--- src/des_pkg.sv ---
package des_pkg;

	localparam int DES_ROUNDS = 16;

	// Bit 0 is the leftmost bit, matching the standard's MSB-first numbering
	typedef logic [0:63] des_block_t;
	typedef logic [0:31] des_half_t;
	typedef logic [0:27] des_key_half_t;
	typedef logic [0:47] des_subkey_t;
	typedef logic [0:5]  sbox_in_t;
	typedef logic [0:3]  sbox_out_t;
	typedef logic [4:0]  round_t;

	typedef enum logic {
		IDLE,
		RUN
	} des_state_t;

	typedef struct packed {
		des_half_t l;
		des_half_t r;
	} des_lr_t;

	typedef struct packed {
		des_key_half_t c;
		des_key_half_t d;
	} des_cd_t;

	// Entries give the 1-based source bit for each output bit
	localparam int IP_TABLE [64] = '{
		58, 50, 42, 34, 26, 18, 10,  2,
		60, 52, 44, 36, 28, 20, 12,  4,
		62, 54, 46, 38, 30, 22, 14,  6,
		64, 56, 48, 40, 32, 24, 16,  8,
		57, 49, 41, 33, 25, 17,  9,  1,
		59, 51, 43, 35, 27, 19, 11,  3,
		61, 53, 45, 37, 29, 21, 13,  5,
		63, 55, 47, 39, 31, 23, 15,  7
	};

	localparam int FP_TABLE [64] = '{
		40,  8, 48, 16, 56, 24, 64, 32,
		39,  7, 47, 15, 55, 23, 63, 31,
		38,  6, 46, 14, 54, 22, 62, 30,
		37,  5, 45, 13, 53, 21, 61, 29,
		36,  4, 44, 12, 52, 20, 60, 28,
		35,  3, 43, 11, 51, 19, 59, 27,
		34,  2, 42, 10, 50, 18, 58, 26,
		33,  1, 41,  9, 49, 17, 57, 25
	};

	localparam int E_TABLE [48] = '{
		32,  1,  2,  3,  4,  5,
		 4,  5,  6,  7,  8,  9,
		 8,  9, 10, 11, 12, 13,
		12, 13, 14, 15, 16, 17,
		16, 17, 18, 19, 20, 21,
		20, 21, 22, 23, 24, 25,
		24, 25, 26, 27, 28, 29,
		28, 29, 30, 31, 32,  1
	};

	localparam int P_TABLE [32] = '{
		16,  7, 20, 21, 29, 12, 28, 17,
		 1, 15, 23, 26,  5, 18, 31, 10,
		 2,  8, 24, 14, 32, 27,  3,  9,
		19, 13, 30,  6, 22, 11,  4, 25
	};

	localparam int PC1_TABLE [56] = '{
		57, 49, 41, 33, 25, 17,  9,
		 1, 58, 50, 42, 34, 26, 18,
		10,  2, 59, 51, 43, 35, 27,
		19, 11,  3, 60, 52, 44, 36,
		63, 55, 47, 39, 31, 23, 15,
		 7, 62, 54, 46, 38, 30, 22,
		14,  6, 61, 53, 45, 37, 29,
		21, 13,  5, 28, 20, 12,  4
	};

	localparam int PC2_TABLE [48] = '{
		14, 17, 11, 24,  1,  5,
		 3, 28, 15,  6, 21, 10,
		23, 19, 12,  4, 26,  8,
		16,  7, 27, 20, 13,  2,
		41, 52, 31, 37, 47, 55,
		30, 40, 51, 45, 33, 48,
		44, 49, 39, 56, 34, 53,
		46, 42, 50, 36, 29, 32
	};

	localparam int SHIFT_TABLE [16] = '{
		1, 1, 2, 2, 2, 2, 2, 2, 1, 2, 2, 2, 2, 2, 2, 1
	};

	// Each box is four rows of sixteen columns, row major
	localparam int SBOX_TABLE [8][64] = '{
		'{
			14,  4, 13,  1,  2, 15, 11,  8,  3, 10,  6, 12,  5,  9,  0,  7,
			 0, 15,  7,  4, 14,  2, 13,  1, 10,  6, 12, 11,  9,  5,  3,  8,
			 4,  1, 14,  8, 13,  6,  2, 11, 15, 12,  9,  7,  3, 10,  5,  0,
			15, 12,  8,  2,  4,  9,  1,  7,  5, 11,  3, 14, 10,  0,  6, 13
		},
		'{
			15,  1,  8, 14,  6, 11,  3,  4,  9,  7,  2, 13, 12,  0,  5, 10,
			 3, 13,  4,  7, 15,  2,  8, 14, 12,  0,  1, 10,  6,  9, 11,  5,
			 0, 14,  7, 11, 10,  4, 13,  1,  5,  8, 12,  6,  9,  3,  2, 15,
			13,  8, 10,  1,  3, 15,  4,  2, 11,  6,  7, 12,  0,  5, 14,  9
		},
		'{
			10,  0,  9, 14,  6,  3, 15,  5,  1, 13, 12,  7, 11,  4,  2,  8,
			13,  7,  0,  9,  3,  4,  6, 10,  2,  8,  5, 14, 12, 11, 15,  1,
			13,  6,  4,  9,  8, 15,  3,  0, 11,  1,  2, 12,  5, 10, 14,  7,
			 1, 10, 13,  0,  6,  9,  8,  7,  4, 15, 14,  3, 11,  5,  2, 12
		},
		'{
			 7, 13, 14,  3,  0,  6,  9, 10,  1,  2,  8,  5, 11, 12,  4, 15,
			13,  8, 11,  5,  6, 15,  0,  3,  4,  7,  2, 12,  1, 10, 14,  9,
			10,  6,  9,  0, 12, 11,  7, 13, 15,  1,  3, 14,  5,  2,  8,  4,
			 3, 15,  0,  6, 10,  1, 13,  8,  9,  4,  5, 11, 12,  7,  2, 14
		},
		'{
			 2, 12,  4,  1,  7, 10, 11,  6,  8,  5,  3, 15, 13,  0, 14,  9,
			14, 11,  2, 12,  4,  7, 13,  1,  5,  0, 15, 10,  3,  9,  8,  6,
			 4,  2,  1, 11, 10, 13,  7,  8, 15,  9, 12,  5,  6,  3,  0, 14,
			11,  8, 12,  7,  1, 14,  2, 13,  6, 15,  0,  9, 10,  4,  5,  3
		},
		'{
			12,  1, 10, 15,  9,  2,  6,  8,  0, 13,  3,  4, 14,  7,  5, 11,
			10, 15,  4,  2,  7, 12,  9,  5,  6,  1, 13, 14,  0, 11,  3,  8,
			 9, 14, 15,  5,  2,  8, 12,  3,  7,  0,  4, 10,  1, 13, 11,  6,
			 4,  3,  2, 12,  9,  5, 15, 10, 11, 14,  1,  7,  6,  0,  8, 13
		},
		'{
			 4, 11,  2, 14, 15,  0,  8, 13,  3, 12,  9,  7,  5, 10,  6,  1,
			13,  0, 11,  7,  4,  9,  1, 10, 14,  3,  5, 12,  2, 15,  8,  6,
			 1,  4, 11, 13, 12,  3,  7, 14, 10, 15,  6,  8,  0,  5,  9,  2,
			 6, 11, 13,  8,  1,  4, 10,  7,  9,  5,  0, 15, 14,  2,  3, 12
		},
		'{
			13,  2,  8,  4,  6, 15, 11,  1, 10,  9,  3, 14,  5,  0, 12,  7,
			 1, 15, 13,  8, 10,  3,  7,  4, 12,  5,  6, 11,  0, 14,  9,  2,
			 7, 11,  4,  1,  9, 12, 14,  2,  0,  6, 10, 13, 15,  3,  5,  8,
			 2,  1, 14,  7,  4, 10,  8, 13, 15, 12,  9,  0,  3,  5,  6, 11
		}
	};

endpackage
--- src/des_core.sv ---
`timescale 1ns/1ns

module des_core import des_pkg::*; (
	input  logic       clk,
	input  logic       rst,
	input  logic       start,
	input  logic       decrypt,
	input  des_block_t data_in,
	input  des_block_t key,
	output des_block_t data_out,
	output logic       busy,
	output logic       done
);

	des_state_t  state;
	round_t      round;
	des_lr_t     lr;
	des_block_t  ip_bits;
	des_block_t  preout;
	des_block_t  fp_bits;
	des_subkey_t subkey;
	des_half_t   f_out;
	des_half_t   r_next;
	logic        load;
	logic        step;
	logic        last;

	assign load = start && (state == IDLE);
	assign step = (state == RUN);
	assign last = step && (round == round_t'(DES_ROUNDS));
	assign busy = (state == RUN);

	always_comb begin
		for (int i = 0; i < 64; i++) begin
			ip_bits[i] = data_in[IP_TABLE[i] - 1];
		end
	end

	des_key_schedule u_key_schedule (
		.clk    (clk),
		.rst    (rst),
		.load   (load),
		.step   (step),
		.decrypt(decrypt),
		.key    (key),
		.round  (round),
		.subkey (subkey)
	);

	des_feistel u_feistel (
		.r     (lr.r),
		.subkey(subkey),
		.f_out (f_out)
	);

	assign r_next = lr.l ^ f_out;

	// The last round is taken straight into the output with the halves swapped
	assign preout = {r_next, lr.r};

	always_comb begin
		for (int i = 0; i < 64; i++) begin
			fp_bits[i] = preout[FP_TABLE[i] - 1];
		end
	end

	always_ff @(posedge clk) begin
		if (load) begin
			lr <= des_lr_t'(ip_bits);
		end else if (step) begin
			lr <= '{l: lr.r, r: r_next};
		end
	end

	always_ff @(posedge clk) begin
		if (rst) begin
			state    <= IDLE;
			round    <= '0;
			done     <= 1'b0;
			data_out <= '0;
		end else begin
			done <= last;
			if (last) begin
				data_out <= fp_bits;
			end
			case (state)
				IDLE: begin
					if (start) begin
						state <= RUN;
						round <= round_t'(1);
					end
				end
				RUN: begin
					if (last) begin
						state <= IDLE;
						round <= '0;
					end else begin
						round <= round + round_t'(1);
					end
				end
				default: begin
					state <= IDLE;
					round <= '0;
				end
			endcase
		end
	end

	assert property (@(posedge clk) disable iff (rst) done |=> !done);

	assert property (@(posedge clk) disable iff (rst) round <= round_t'(DES_ROUNDS));

	assert property (@(posedge clk) disable iff (rst) !(busy && done));

endmodule

--- src/des_key_schedule.sv ---
`timescale 1ns/1ns

module des_key_schedule import des_pkg::*; (
	input  logic        clk,
	input  logic        rst,
	input  logic        load,
	input  logic        step,
	input  logic        decrypt,
	input  des_block_t  key,
	input  round_t      round,
	output des_subkey_t subkey
);

	des_cd_t     cd;
	des_cd_t     cd_next;
	des_cd_t     key_src;
	logic [0:55] pc1_bits;
	logic [0:55] src_bits;
	logic        dec_q;
	logic [3:0]  enc_idx;
	logic [3:0]  dec_idx;

	function automatic des_key_half_t rotl(des_key_half_t v, int n);
		if (n == 2) begin
			return {v[2:27], v[0:1]};
		end
		return {v[1:27], v[0]};
	endfunction

	function automatic des_key_half_t rotr(des_key_half_t v, int n);
		if (n == 2) begin
			return {v[26:27], v[0:25]};
		end
		return {v[27], v[0:26]};
	endfunction

	always_comb begin
		for (int i = 0; i < 56; i++) begin
			pc1_bits[i] = key[PC1_TABLE[i] - 1];
		end
	end

	// Decrypt walks back through the mirrored round's shift
	assign enc_idx = 4'(round - round_t'(1));
	assign dec_idx = 4'(round_t'(DES_ROUNDS) - round);

	always_comb begin
		if (dec_q) begin
			cd_next.c = rotr(cd.c, SHIFT_TABLE[dec_idx]);
			cd_next.d = rotr(cd.d, SHIFT_TABLE[dec_idx]);
		end else begin
			cd_next.c = rotl(cd.c, SHIFT_TABLE[enc_idx]);
			cd_next.d = rotl(cd.d, SHIFT_TABLE[enc_idx]);
		end
	end

	// Encrypt rotates before use, decrypt uses the register and rotates after
	assign key_src  = dec_q ? cd : cd_next;
	assign src_bits = key_src;

	always_comb begin
		for (int i = 0; i < 48; i++) begin
			subkey[i] = src_bits[PC2_TABLE[i] - 1];
		end
	end

	always_ff @(posedge clk) begin
		if (load) begin
			cd <= des_cd_t'(pc1_bits);
		end else if (step) begin
			cd <= cd_next;
		end
	end

	always_ff @(posedge clk) begin
		if (rst) begin
			dec_q <= 1'b0;
		end else if (load) begin
			dec_q <= decrypt;
		end
	end

	// Sixteen rounds rotate each half by 28 in total
	assert property (@(posedge clk) disable iff (rst)
		step && round == round_t'(DES_ROUNDS) |=> cd == $past(cd, DES_ROUNDS));

endmodule

--- src/des_feistel.sv ---
`timescale 1ns/1ns

module des_feistel import des_pkg::*; (
	input  des_half_t   r,
	input  des_subkey_t subkey,
	output des_half_t   f_out
);

	des_subkey_t expanded;
	des_subkey_t mixed;
	des_half_t   sbox_bits;

	always_comb begin
		for (int i = 0; i < 48; i++) begin
			expanded[i] = r[E_TABLE[i] - 1];
		end
	end

	assign mixed = expanded ^ subkey;

	// Slice b of the mixed word feeds box b+1
	for (genvar b = 0; b < 8; b++) begin : g_sbox
		des_sbox #(
			.BOX(b + 1)
		) u_sbox (
			.din (mixed[6*b +: 6]),
			.dout(sbox_bits[4*b +: 4])
		);
	end

	always_comb begin
		for (int i = 0; i < 32; i++) begin
			f_out[i] = sbox_bits[P_TABLE[i] - 1];
		end
	end

endmodule

--- src/des_sbox.sv ---
`timescale 1ns/1ns

module des_sbox import des_pkg::*; #(
	parameter int BOX = 1
) (
	input  sbox_in_t  din,
	output sbox_out_t dout
);

	logic [1:0] row;
	logic [3:0] col;
	logic [5:0] entry;

	// Outer bits pick the row, inner four bits pick the column
	assign row   = {din[0], din[5]};
	assign col   = din[1:4];
	assign entry = {row, col};

	always_comb begin
		dout = sbox_out_t'(SBOX_TABLE[BOX - 1][entry]);
	end

endmodule

--- config.mk ---
export PLATFORM = sky130hd
export DESIGN_NAME = des_core
export DESIGN_NICKNAME = d
export VERILOG_FILES = /design/src/des_pkg.sv /design/src/des_core.sv /design/src/des_key_schedule.sv /design/src/des_feistel.sv /design/src/des_sbox.sv
export SDC_FILE = /design/constraint.sdc
export NUM_CORES = 1
export LEC_CHECK = 0
export BUFFER_PORTS_ARGS = -buffer_cell sky130_fd_sc_hd__buf_2
export CORE_MARGIN = 2
export CORE_UTILIZATION = 50
export CTS_CLUSTER_SIZE = 12
export DETAILED_ROUTE_END_ITERATION = 8
export PLACE_DENSITY = 0.7
export SLEW_MARGIN = 20
export SYNTH_ARGS = -nofsm -noshare
export SYNTH_HDL_FRONTEND = slang
export SYNTH_SLANG_ARGS = --single-unit
--- constraint.sdc ---
create_clock -name clk -period 10.8 [get_ports clk]
set_clock_uncertainty 0.05 [all_clocks]
set_input_delay 2.16 -clock clk [delete_from_list [all_inputs] [get_ports clk]]
set_output_delay 2.16 -clock clk [all_outputs]
set_load 0.02 [all_outputs]
# Word-level counts from Yosys, hierarchy flattened
# Memories as Yosys holds them, arrays and structs flattened.
# Cells that the tools add are included.
[op_classes]
addsub = 3
n_lt_le_gt_ge = 10
eq_ne = 4
n_mux = 44
bitwise_logic = 13
reduce_logical = 3
[ops]
columns = ["operator", "n"]
rows = [
  ["$mux 28", 8],
  ["$mux 56", 4],
  ["$mux 32", 4],
  ["$mux 64", 2],
  ["$eq 32x3->1 const B", 2],
  ["$mux 4", 16],
  ["$ge 7x7->1 const B", 8],
  ["$not 6->7", 8],
  ["$xor 48x48->48", 1],
  ["$xor 32x32->32", 1],
  ["$ge 5x5->1 const B", 2],
  ["$mux 5", 2],
  ["$not 4->5", 2],
  ["$pmux 5 s2", 1],
  ["$mux 1", 6],
  ["$add 5x1->5 const B", 1],
  ["$eq 5x5->1 const B", 1],
  ["$sub 1x4->4 const A", 1],
  ["$sub 4x1->4 const B", 1],
  ["$logic_and 1x1->1", 2],
  ["$ne 2x2->1 const B", 1],
  ["$pmux 1 s2", 1],
  ["$reduce_bool 2->1", 1],
  ["$not 1->1", 1],
]
[word_totals]
regBits = 192
romBits = 17408
inputBits = 132
output_inout_bits = 66
wordCells = 96
memories = 10
[memory_table]
columns = ["name", "depth", "width", "read_ports", "rd_ports_with_merged_regs", "write_ports", "line", "rtl"]
rows = [
  ["(name not given)", 64, 32, 1, 0, 0, "des_sbox.sv:20", "dout = sbox_out_t'(SBOX_TABLE[BOX - 1][entry]);"],
  ["(name not given)", 64, 32, 1, 0, 0, "des_sbox.sv:20", ""],
  ["(name not given)", 64, 32, 1, 0, 0, "des_sbox.sv:20", ""],
  ["(name not given)", 64, 32, 1, 0, 0, "des_sbox.sv:20", ""],
  ["(name not given)", 64, 32, 1, 0, 0, "des_sbox.sv:20", ""],
  ["(name not given)", 64, 32, 1, 0, 0, "des_sbox.sv:20", ""],
  ["4 more memories", "-", "-", "-", "-", "-", "-", ""],
]

# Depth between registers and ports, before layout
# Gate-level depths: netlist (run 1).
[depth]
depth_word = 19
depth_mapped = 20
depth_no_buf = 16

# Modules after synthesis
# A second synthesis (run 1) with hierarchy kept.
[unflattened]
cells_unflattened = 1780
area_unflattened_um2 = 15761.4
[modules_own_cells]
columns = ["module", "instances", "cells_per_inst", "area_per_inst_um2", "seq_area_each_um2"]
rows = [
  ["des_core", 1, 484, 5351.4, 3343.2],
  ["des_key_schedule", 1, 555, 4888.4, 1701.6],
  ["des_sbox (u_feistel.g_sbox[4].u_sbox)", 1, 95, 691.9, 0.0],
  ["des_sbox (u_feistel.g_sbox[7].u_sbox)", 1, 91, 665.6, 0.0],
  ["des_sbox (u_feistel.g_sbox[6].u_sbox)", 1, 86, 653.1, 0.0],
  ["des_sbox (u_feistel.g_sbox[5].u_sbox)", 1, 90, 648.1, 0.0],
  ["des_sbox (u_feistel.g_sbox[0].u_sbox)", 1, 92, 643.1, 0.0],
  ["des_sbox (u_feistel.g_sbox[1].u_sbox)", 1, 80, 629.4, 0.0],
  ["des_sbox (u_feistel.g_sbox[2].u_sbox)", 1, 87, 616.8, 0.0],
  ["des_sbox (u_feistel.g_sbox[3].u_sbox)", 1, 72, 553.0, 0.0],
  ["des_feistel", 1, 48, 420.4, 0.0],
]

# Worst setup path before layout (run 1)
# OpenSTA, ideal clock, no wires.
[synth_timing]
kind = "input -> register"
start = "in start"
end = "reg round[4]"
setup_time_ps = 92
t_arrival_ps = 5252
required_ps = 10658
setup_slack_ps = 5407
stages = 5
n_path_buf = 0
path_cell_list = "nor2_1 > inv_1 > nand4_1 > xor2_1 > nor4_1"
[synth_between]
elab_chain_cells = 1
[synth_lines]
columns = ["item", "line", "rtl"]
rows = [
  ["start: declaration", "des_core.sv:6", "input logic start,"],
  ["$ne 2x2->1 (no source line)", "-", ""],
  ["end signal: assignment", "des_core.sv:90", "round <= round_t'(1);"],
  ["end signal: assignment", "des_core.sv:98", "round <= round + round_t'(1);"],
  ["end: declaration", "des_core.sv:16", "round_t round;"],
]
# Every way passes these cells.
# A chain may end at the register's enable or synchronous reset.

# Final worst setup path (run 1)
[layout_timing]
start = "reg round[0]"
end = "reg lr, in the netlist fp_bits[21] (data pin)"
[layout_between]
elab_chain_cells = 19
elab_cells_between_ends = 28
classes_between = "add/sub (2); eq/ne (2); mux (16); bitwise (5); memory (3)"
[layout_lines]
columns = ["item", "line", "rtl"]
rows = [
  ["$sub 4x1->4 or $sub 1x4->4 (tied branches)", "des_key_schedule.sv:44, des_key_schedule.sv:45", ""],
  ["$not 4->5, on equally long branches", "des_key_schedule.sv:53, des_key_schedule.sv:50", ""],
  ["$mem_v2 16x32, on equally long branches", "-", ""],
  ["$mux 32, on equally long branches (2 in a row)", "-", ""],
  ["$eq 32x3->1, on equally long branches", "-", ""],
  ["$mux 1, on equally long branches", "des_key_schedule.sv:24, des_key_schedule.sv:31", ""],
  ["$mux 1", "des_key_schedule.sv:48", "if (dec_q) begin"],
  ["$mux 28, on equally long branches", "des_key_schedule.sv:27, des_key_schedule.sv:34", ""],
  ["$mux 56 *", "des_key_schedule.sv:48", ""],
  ["$mux 56 *", "des_key_schedule.sv:58", "assign key_src = dec_q ? cd : cd_next;"],
  ["$xor 48x48->48 *", "des_feistel.sv:19", "assign mixed = expanded ^ subkey;"],
  ["$not 6->7 (implied by the code) *", "des_sbox.sv:20", ""],
  ["$mem_v2 64x32 *", "-", ""],
  ["$mux 4 (implied by the code) * (2 in a row)", "des_sbox.sv:20", ""],
  ["$xor 32x32->32 *", "des_core.sv:56", "assign r_next = lr.l ^ f_out;"],
  ["$mux 64 *", "des_core.sv:70", "end else if (step) begin"],
  ["$mux 64 *", "des_core.sv:68", "if (load) begin"],
  ["end signal: assignment", "des_core.sv:69", "lr <= des_lr_t'(ip_bits);"],
  ["end signal: assignment", "des_core.sv:71", "lr <= '{l: lr.r, r: r_next};"],
  ["end: declaration", "des_core.sv:17", "des_lr_t lr;"],
]
# Mark *: on every way between the ends. The rest lies on a longest branch, timed or not. The select of a mux whose other input is x is not followed.

==> reports/metrics.csv, run 1 <==
stage,metric,value,unit
outcome,run status,completed,
synthesis,"EDFF count, synth",120,
final_layout,# nets final,2392,
sta,"Slew Viols, Final",0,
sta,min Tclk post-route,6.24,ns
clock_tree,Max clock buf depth,2,
final_layout,final non-filler cell area,18700,um2
job,total of max-cap violations,0,
critical_path,Critical R2R Capture,fp_bits[21]$_DFFE_PP_,
synthesis,asr flop ratio synth,0,%
power,Pwr Density,326,nW/um2
critical_path,critical path arrival,6.41,ns
routing,wire per inst,20.5,um
clock_tree,clk_lat worst skew,0.47,ns
critical_path,Worst R2R Start,round[0]$_SDFFE_PP0P_,
sta,Fmax,160,MHz
global_routing,overall routing resource usage,29.9,%
synthesis,sequential area share after synthesis,29.5,%
routing,Via Count,16400,
power,Tot Pwr,6.10,mW
clock_tree,clock sinks,192,
min_path,Hold Path Sink,data_out[9]$_SDFFE_PP0P_,
sta,final setup vio count,0,
floorplanning,placement row count,67,
min_path,hold path depth,2,
floorplanning,die width,189,um
floorplanning,Die ar.,35700,um2
final_layout,fraction of layout cells with a size suffix above 1,17.6,%
critical_path,R2R depth,17,
floorplanning,# IOs,198,
final_layout,fill cell count,3124,
clock_tree,Post-CTS Repair Setup Buffers,0,
synthesis,"flops & latches, synth",192,
routing,# DRC,0,
place,Placer Congestion,0.930,
critical_path,R2R setup slack,4.56,ns
min_path,Hold Crit Class,reg -> reg,
global_routing,initial antenna violation count,1,
synthesis,post-synthesis cell type count,95,
sta,Worst Hold Margin,0.401,ns
floorplanning,Placeable Area,33600,um2
power,maximum vdd drop,204,uV
routing,Via density,6.19,
floorplanning,Die Ht,189,um
final_layout,fin util,55.7,%
critical_path,Critical Path Start Type,flip-flop,
sta,final hold vios,0,
sta,TNS Setup,0,ns
synthesis,"Primary FF master, synth",edfxtp_1,
final_layout,"most common cell after layout, fill and taps aside",nand2_1,
global_routing,global-route wire length before repair,84.0,mm
min_path,hold wc startpoint,data_out[9]$_SDFFE_PP0P_,
synthesis,syn_nets,2315,
final_layout,area delta synth->final,9.55,%
sta,fin crit share,57.8,%
final_layout,most frequent cells in the layout,"431 x nand2_1, 255 x nor2_1, 189 x buf_2, 120 x edfxtp_1, 117 x mux2i_1",
critical_path,CP endpoint kind,flip-flop,
synthesis,cell area after synthesis,17100,um2
synthesis,Ys Warns,0,
place,DP Wirelength,38.7,mm
clock_tree,total clock buffers created by CTS,17,
critical_path,Crit Path Class,reg -> reg,
clock_tree,Worst-path clk slew,0.08,ns
routing,ANT nets after route,0,
critical_path,Critical Path RT,10.96,ns
routing,Total Routed Length,54.4,mm
sta,Least-Margin Pin Slew,1.15,ns
place,PortBufs,189,
sta,Slew headroom,23.2,%
clock_tree,H-tree depth,4,
clock_tree,cts hold-fix bufs,0,
floorplanning,initial core utilization,50.8,%
global_routing,vias in the first global route,15100,
power,static leakage,7.94,nW
clock_tree,Root Driver,clkbuf_16,
routing,DRT Pass-1 Iters,5,
critical_path,worst-path fanout max,109,
routing,initial drt markers,1508,
place,area post-placement,18100,um2
synthesis,"Avg Cell Area, Syn",8.08,um2
synthesis,Post-Syn Instances,2116,
clock_tree,CTS tree,done,
global_routing,largest net degree at the start of global routing,110,
sta,RSZ-0062 raised after global routing,false,
global_routing,GR Overflow Total,0,
clock_tree,PostCTS Resize Cnt,0,
==> metal layers <==
layer / track usage [%] / up-vias / part of all wire, %
li1: - / 7754 / -
met1: 39.9 / 7899 / 43
met2: 48.1 / 665 / 47
met3: 3.65 / 104 / 5.8
met4: 14.7 / 0 / 4.7
met5: 0 / - / 0
==> worst max-delay path, stage by stage, from the launching register on <==
cell,delay [ns]
dfxtp_1,0.62
inv_1,0.16
ha_1,0.39
nand2b_1,0.16
o311ai_2,0.12
a32oi_4,0.28
buf_12,0.46
mux2i_1,0.24
a2111oi_2,0.51
buf_4,0.32
inv_1,0.13
ha_1,0.43
a2111oi_1,0.79
o21ai_0,0.19
a311oi_1,0.32
a41oi_1,0.17
xnor2_1,0.28
mux2_2,0.29
==> how the worst max path moves through the flow <==
stage                                     start                     to  slack (ns)
after global placement    round[0]$_SDFFE_PP0P_  fp_bits[21]$_DFFE_PP_        4.79
final                     round[0]$_SDFFE_PP0P_  fp_bits[21]$_DFFE_PP_        4.56
after global routing      round[0]$_SDFFE_PP0P_  fp_bits[21]$_DFFE_PP_        4.25
after CTS                 round[0]$_SDFFE_PP0P_  fp_bits[21]$_DFFE_PP_        4.66
after detailed placement  round[0]$_SDFFE_PP0P_  fp_bits[21]$_DFFE_PP_        4.67
after floorplan                           start  round[4]$_SDFFE_PP0P_        5.41
==> power breakdown <==
group,internal (mW),switching [mW]
Clock,0.339,0.340
Sequential,1.00,0.308
Combinational,1.62,2.49
Total,2.96,3.14
==> cells in the mapped netlist, drive strengths merged (7+ instances only) <==
library cell	number	share of area, %
or3	9	0.33
xnor2	49	2.5
ha	67	4.9
a31oi	7	0.26
buf	66	2.2
mux2	58	4.0
and2	19	0.70
o211a	20	1.2
a21oi	97	2.9
a211oi	34	1.6
nand3	54	1.6
nand3b	8	0.35
a32oi	7	0.47
nand2	433	9.5
edfxtp	120	21
nand2b	11	0.40
xor2	21	1.2
a211o	10	0.51
nor3	30	0.88
o2111ai	7	0.36
nand4	11	0.40
nor4	7	0.26
o21ai	96	2.8
or2	23	0.84
mux4	7	0.92
inv	61	1.3
o22ai	9	0.33
a2111oi	14	1.8
a21o	28	1.2
a311oi	34	1.7
nor3b	11	0.48
nor2	256	5.6
a22o	8	0.41
o211ai	55	2.9
a31o	9	0.46
and3	11	0.40
dfxtp	72	8.4
mux2i	120	7.1
clkbuf	83	1.8
a221oi	7	0.36
==> kinds of logic after synthesis <==
family,synth area share [%]
adder cells (fa/ha/maj),4.90
AND/OR/NAND/NOR,22.1
flip-flops,29.5
AO/OA/AOI/OAI,22.3
XOR/XNOR,3.74
buffers and inverters,5.40
multiplexers,12.0
==> registers in the layout, summed over array words and instances (netlist names) <==
register	flops
u_key_schedule.dec_q	1
busy	1
data_out	64
round	5
fp_bits	32
lr	32
done	1
u_key_schedule.cd	56
==> per-stage QoR <==
step,std cells,setup WS [ns]
5_1_grt,2655,4.25
3_3_place_gp,2621,4.79
3_5_place_dp,2621,4.67
2_1_floorplan,2116,5.41
6_report,2655,4.56
4_1_cts,2653,4.66
==> layout make-up <==
class                   count  area, um2  share of cell area (%)
flip-flops and latches    192       5050                    27.0
clock inverters            13        164                   0.875
repair buffers            207       1110                    5.95
well taps                 448        561                    2.99
clock buffers              19        443                    2.37
multi-input cells        1713      11200                    59.6
diodes                      1       2.50                  0.0134
inverters                  62        235                    1.26
(Power assumes the default switching activity.)
==> inputs of run 2 (changes only) <==
PLACE_DENSITY = 0.73   (was 0.7)
clock period = 5.45 ns   (was 10.8 ns; I/O delays follow)
==> run 2 against run 1 <==
Compared with the run above: non-clock buffer count increased by 105; cell count rose by 3.9%; worst hold slack better by 0.0075 ns; clock power rose by 100%; first-iteration DRC count increased by 2.9%; sequential share of layout area is 1.2 points lower; sequential power increased by 98%; setup slack got worse by 3.8 ns; clock-buffer cell count decreased by 2; register-to-register slack worse by 3.8 ns; sequential cell count unchanged; cell area grew 4.7%.
==> reports/metrics.csv, run 2 (same netlist as run 1, synthesis figures left out) <==
stage,metric,value,unit
power,Pwr Density,673,nW/um2
floorplanning,Die Ht,189,um
place,Placer Congestion,0.935,
floorplanning,Placeable Area,33600,um2
clock_tree,total clock buffers created by CTS,17,
final_layout,"most common cell after layout, fill and taps aside",nand2_1,
min_path,Hold Path Sink,data_out[47]$_SDFFE_PP0P_,
outcome,run status,completed,
clock_tree,PostCTS Resize Cnt,0,
clock_tree,H-tree depth,4,
place,PortBufs,189,
critical_path,critical path arrival,4.84,ns
clock_tree,cts hold-fix bufs,0,
critical_path,slowest CP cell,ha_1,
critical_path,Crit Path Class,reg -> reg,
sta,final hold vios,0,
critical_path,Worst R2R Start,round[0]$_SDFFE_PP0P_,
sta,RSZ-0062 raised after global routing,false,
critical_path,cell repeated most along the worst path,buf_4,
final_layout,Seq. cell area,5050,um2
final_layout,Top Registers,"data_out: 64 flops, u_key_schedule.cd: 56 flops",
final_layout,multi-input logic area,11200,um2
sta,"Slew Viols, Final",0,
place,DP Wirelength,40.3,mm
global_routing,global-route wire length before repair,85.4,mm
critical_path,CP cell instances,"buf_4, ha_1, or3b_1, o211ai_2, a32oi_4, buf_12, buf_4, mux2i_1, a2111oi_4, inv_1, ha_1, mux2i_1, o22ai_1, a211oi_1, a221oi_1, buf_4, xor2_1, a21oi_1",
clock_tree,Max clock buf depth,2,
floorplanning,die width,189,um
global_routing,GR Overflow Total,0,
place,pre-CTS setup slack,0.812,ns
power,Tot Pwr,13.2,mW
routing,Via density,6.11,
global_routing,overall routing resource usage,30.3,%
routing,met2 wire len,26.2,mm
global_routing,largest net degree at the start of global routing,130,
min_path,hold wc startpoint,data_out[47]$_SDFFE_PP0P_,
critical_path,CP endpoint kind,flip-flop,
sta,Slew headroom,27.4,%
final_layout,fraction of layout cells with a size suffix above 1,21.4,%
sta,Fmax,212,MHz
routing,ANT nets after route,0,
clock_tree,clock sinks,192,
floorplanning,Die ar.,35700,um2
floorplanning,placement row count,67,
final_layout,most frequent cells in the layout,"431 x nand2_1, 255 x nor2_1, 189 x buf_2, 120 x edfxtp_1, 117 x mux2i_1",
routing,initial drt markers,1552,
clock_tree,CTS tree,done,
final_layout,fill cell count,3038,
sta,TNS Setup,0,ns
floorplanning,# IOs,198,
clock_tree,clk_lat worst skew,0.48,ns
critical_path,R2R setup slack,0.74,ns
routing,top routing layer used,met4,
min_path,hold path depth,2,
power,maximum vdd drop,376,uV
final_layout,# nets final,2497,
routing,# DRC,0,
critical_path,delay of the slowest critical-path stage,0.46,ns
sta,final setup vio count,0,
final_layout,n_diodes,0,
critical_path,Critical Path RT,5.58,ns
routing,wire per inst,19.9,um
critical_path,Critical Path Start Type,flip-flop,
critical_path,R2R depth,18,
floorplanning,initial core utilization,50.8,%
min_path,Hold Crit Class,reg -> reg,
routing,DRT Pass-1 Iters,7,
final_layout,largest reg by FF count,data_out,
clock_tree,Worst-path clk slew,0.09,ns
routing,Total Routed Length,54.9,mm
routing,M1 WL,22.5,mm
critical_path,worst-path fanout max,26,
global_routing,initial antenna violation count,0,
sta,Least-Margin Pin Slew,1.09,ns
job,total of max-cap violations,0,
critical_path,Critical R2R Capture,fp_bits[17]$_DFFE_PP_,
clock_tree,Root Driver,clkbuf_16,
global_routing,vias in the first global route,15700,
sta,fin crit share,86.5,%
routing,Via Count,16900,
power,static leakage,8.48,nW
clock_tree,Post-CTS Repair Setup Buffers,0,
final_layout,max reg flops,64,
final_layout,area delta synth->final,14.7,%
sta,min Tclk post-route,4.71,ns
routing,routed wl met3,3.54,mm
sta,fin worst setup slack,0.736,ns
[run 2: stage by stage]
stage          cells  cell area, um2  hold slack [ns]  util [%]
6_report        2759           19600            0.409      58.3
5_1_grt         2759           19600            0.426      58.3
4_1_cts         2759           19600            0.409      58.3
3_5_place_dp    2727           19000            0.392      56.4
3_3_place_gp    2727           19000            0.381      56.4
2_1_floorplan   2116           17100            0.477         -
[run 2: worst max-delay path by stage]
stage / from / end / depth (start not counted)
after floorplan: round[0]$_SDFFE_PP0P_ / fp_bits[21]$_DFFE_PP_ / 19
after global placement: round[0]$_SDFFE_PP0P_ / fp_bits[13]$_DFFE_PP_ / 17
after global routing: round[1]$_SDFFE_PP0P_ / fp_bits[13]$_DFFE_PP_ / 17
after CTS: round[0]$_SDFFE_PP0P_ / fp_bits[13]$_DFFE_PP_ / 17
final: round[0]$_SDFFE_PP0P_ / fp_bits[17]$_DFFE_PP_ / 18
after detailed placement: round[0]$_SDFFE_PP0P_ / fp_bits[13]$_DFFE_PP_ / 17
[run 2: per-layer routing]
| metal | track usage (%) | up-vias |
|---|---|---|
| li1 | - | 7964 |
| met1 | 38.7 | 8071 |
| met2 | 50.8 | 702 |
| met3 | 3.95 | 125 |
| met4 | 14.6 | 0 |
| met5 | 0 | - |
[run 2: layout make-up]
type / count / area share, %
clock inverters: 15 / 1.11
repair buffers: 312 / 10.0
well taps: 448 / 2.86
inverters: 62 / 1.20
flip-flops and latches: 192 / 25.7
multi-input cells: 1713 / 56.9
clock buffers: 17 / 2.17
[run 2: where the power goes]
group          internal, mW  total [mW]  leakage (nW)  switching [mW]
clock network         0.647        1.38         0.308           0.728
registers              1.99        2.60          1.80           0.609
logic                  4.10        9.22          6.37            5.12
total                  6.74        13.2          8.48            6.45
[run 2: worst max-delay path, delay by kind of cell, from the launching register on]
kind | cells | cell delay, ns
AOI/OAI and AO/OA | 7 | 1.52
buffers and inverters | 5 | 1.11
adders and majority gates | 2 | 0.71
DFF | 1 | 0.32
muxes | 2 | 0.31
and+or+nand+nor | 1 | 0.18
xor gates and xnor gates | 1 | 0.17
==> inputs of run 3 (changes only) <==
CTS_BUF_LIST = sky130_fd_sc_hd__clkbuf_4 sky130_fd_sc_hd__clkbuf_8   (was not set)
==> run 3 against run 2 <==
Compared with the run above: cell area is 0.96% lower; sequential share of layout area is 0.25 points higher; critical endpoint unchanged; combinational power is essentially flat; worst hold slack better by 0.0068 ns; largest cell class unchanged; cell count barely moved.
==> reports/metrics.csv, run 3 (same netlist as run 1, synthesis figures left out) <==
stage,metric,value,unit
critical_path,slowest CP cell,ha_1,
clock_tree,Worst-path clk slew,0.13,ns
final_layout,# nets final,2497,
final_layout,final non-filler cell area,19400,um2
sta,RSZ-0062 raised after global routing,false,
sta,fin crit share,86.2,%
routing,Via Count,16900,
critical_path,Critical Path Start Type,flip-flop,
global_routing,GR Overflow Total,0,
power,static leakage,8.39,nW
global_routing,initial antenna violation count,1,
floorplanning,placement row count,67,
clock_tree,H-tree depth,4,
clock_tree,clk_lat worst skew,0.53,ns
global_routing,vias in the first global route,15700,
clock_tree,CTS tree,done,
clock_tree,Post-CTS Repair Setup Buffers,0,
power,Tot Pwr,12.9,mW
floorplanning,Placeable Area,33600,um2
place,PortBufs,189,
power,maximum vdd drop,355,uV
sta,TNS Setup,0,ns
sta,final setup vio count,0,
clock_tree,Max clock buf depth,2,
critical_path,critical path arrival,4.88,ns
final_layout,area delta synth->final,13.6,%
routing,Total Routed Length,54.8,mm
sta,"Slew Viols, Final",0,
critical_path,CP cell instances,"buf_4, ha_1, or3b_1, o211ai_2, a32oi_4, buf_12, buf_4, mux2i_1, a2111oi_4, inv_1, ha_1, mux2i_1, o22ai_1, a211oi_1, a221oi_1, buf_4, xor2_1, a21oi_1",
routing,# DRC,0,
routing,ANT nets after route,0,
critical_path,Crit path buffers/inverters,5,
critical_path,CP endpoint kind,flip-flop,
floorplanning,Die ar.,35700,um2
clock_tree,total clock buffers created by CTS,17,
critical_path,cell repeated most along the worst path,buf_4,
final_layout,fin util,57.8,%
sta,Least-Margin Pin Slew,1.09,ns
sta,Slew headroom,27.4,%
critical_path,delay of the slowest critical-path stage,0.45,ns
global_routing,largest net degree at the start of global routing,130,
min_path,Hold Crit Class,reg -> reg,
clock_tree,cts hold-fix bufs,0,
routing,Via density,6.11,
sta,min Tclk post-route,4.70,ns
clock_tree,Root Driver,clkbuf_8,
floorplanning,die width,189,um
routing,DRT Pass-1 Iters,8,
critical_path,worst-path fanout max,26,
place,DP Wirelength,40.3,mm
job,total of max-cap violations,0,
final_layout,"most common cell after layout, fill and taps aside",nand2_1,
floorplanning,initial core utilization,50.8,%
final_layout,largest reg by FF count,data_out,
place,Placer Congestion,0.935,
place,area post-placement,19000,um2
final_layout,Top Registers,"data_out: 64 flops, u_key_schedule.cd: 56 flops",
critical_path,"delay-heaviest family, CP",compound AO/OA/AOI/OAI gates,
sta,Fmax,213,MHz
final_layout,fraction of layout cells with a size suffix above 1,21.4,%
critical_path,Critical Path RT,5.63,ns
global_routing,global-route wire length before repair,85.1,mm
clock_tree,clock sinks,192,
sta,final hold vios,0,
outcome,run status,completed,
floorplanning,# IOs,198,
final_layout,most frequent cells in the layout,"431 x nand2_1, 255 x nor2_1, 189 x buf_2, 120 x edfxtp_1, 117 x mux2i_1",
routing,initial drt markers,1578,
critical_path,Crit Path Class,reg -> reg,
power,Pwr Density,663,nW/um2
final_layout,max reg flops,64,
clock_tree,PostCTS Resize Cnt,0,
global_routing,overall routing resource usage,30.2,%
routing,wire per inst,19.8,um
floorplanning,Die Ht,189,um
critical_path,R2R setup slack,0.75,ns
[run 3: final timing paths]
kind | startpoint | to | depth (start not counted)
setup / recovery | round[0]$_SDFFE_PP0P_ | fp_bits[17]$_DFFE_PP_ | 18
hold reg to reg | data_out[47]$_SDFFE_PP0P_ | data_out[47]$_SDFFE_PP0P_ | 2
setup reg to reg | round[0]$_SDFFE_PP0P_ | fp_bits[17]$_DFFE_PP_ | 18
hold / removal | data_out[47]$_SDFFE_PP0P_ | data_out[47]$_SDFFE_PP0P_ | 2
[run 3: metrics by stage]
step | cells | worst slack [ns] | hold WS [ns]
after floorplan | 2116 | 0.486 | 0.477
final | 2760 | 0.755 | 0.416
after global placement | 2727 | 0.821 | 0.381
after detailed placement | 2727 | 0.812 | 0.392
after CTS | 2759 | 0.771 | 0.415
after global routing | 2760 | 0.437 | 0.431
[run 3: routing by layer]
layer	part of all wire, %	vias to the layer above	track usage (%)
met1	41	8072	38.5
met5	0	-	0
li1	-	7963	-
met4	4.8	0	14.0
met3	6.6	121	3.78
met2	48	700	51.0
[run 3: power breakdown]
group / switching, mW / internal (mW)
sequential: 0.606 / 1.99
combinational: 5.11 / 4.10
clock: 0.689 / 0.376
total: 6.41 / 6.47
[run 3: layout make-up]
type,instances,area (um2)
Antenna cell,1,2.50
Clock buffer,17,234
Clock inverter,15,218
Fill cell,3096,14200
Inverter,62,235
Multi-Input combinational cell,1713,11200
Sequential cell,192,5050
Tap cell,448,561
Timing Repair Buffer,312,1970
[run 3: worst min-delay path: stages (launching register included)]
cell and delay [ns]:
dfxtp_1 0.33, nand2_1 0.05, a21oi_1 0.05
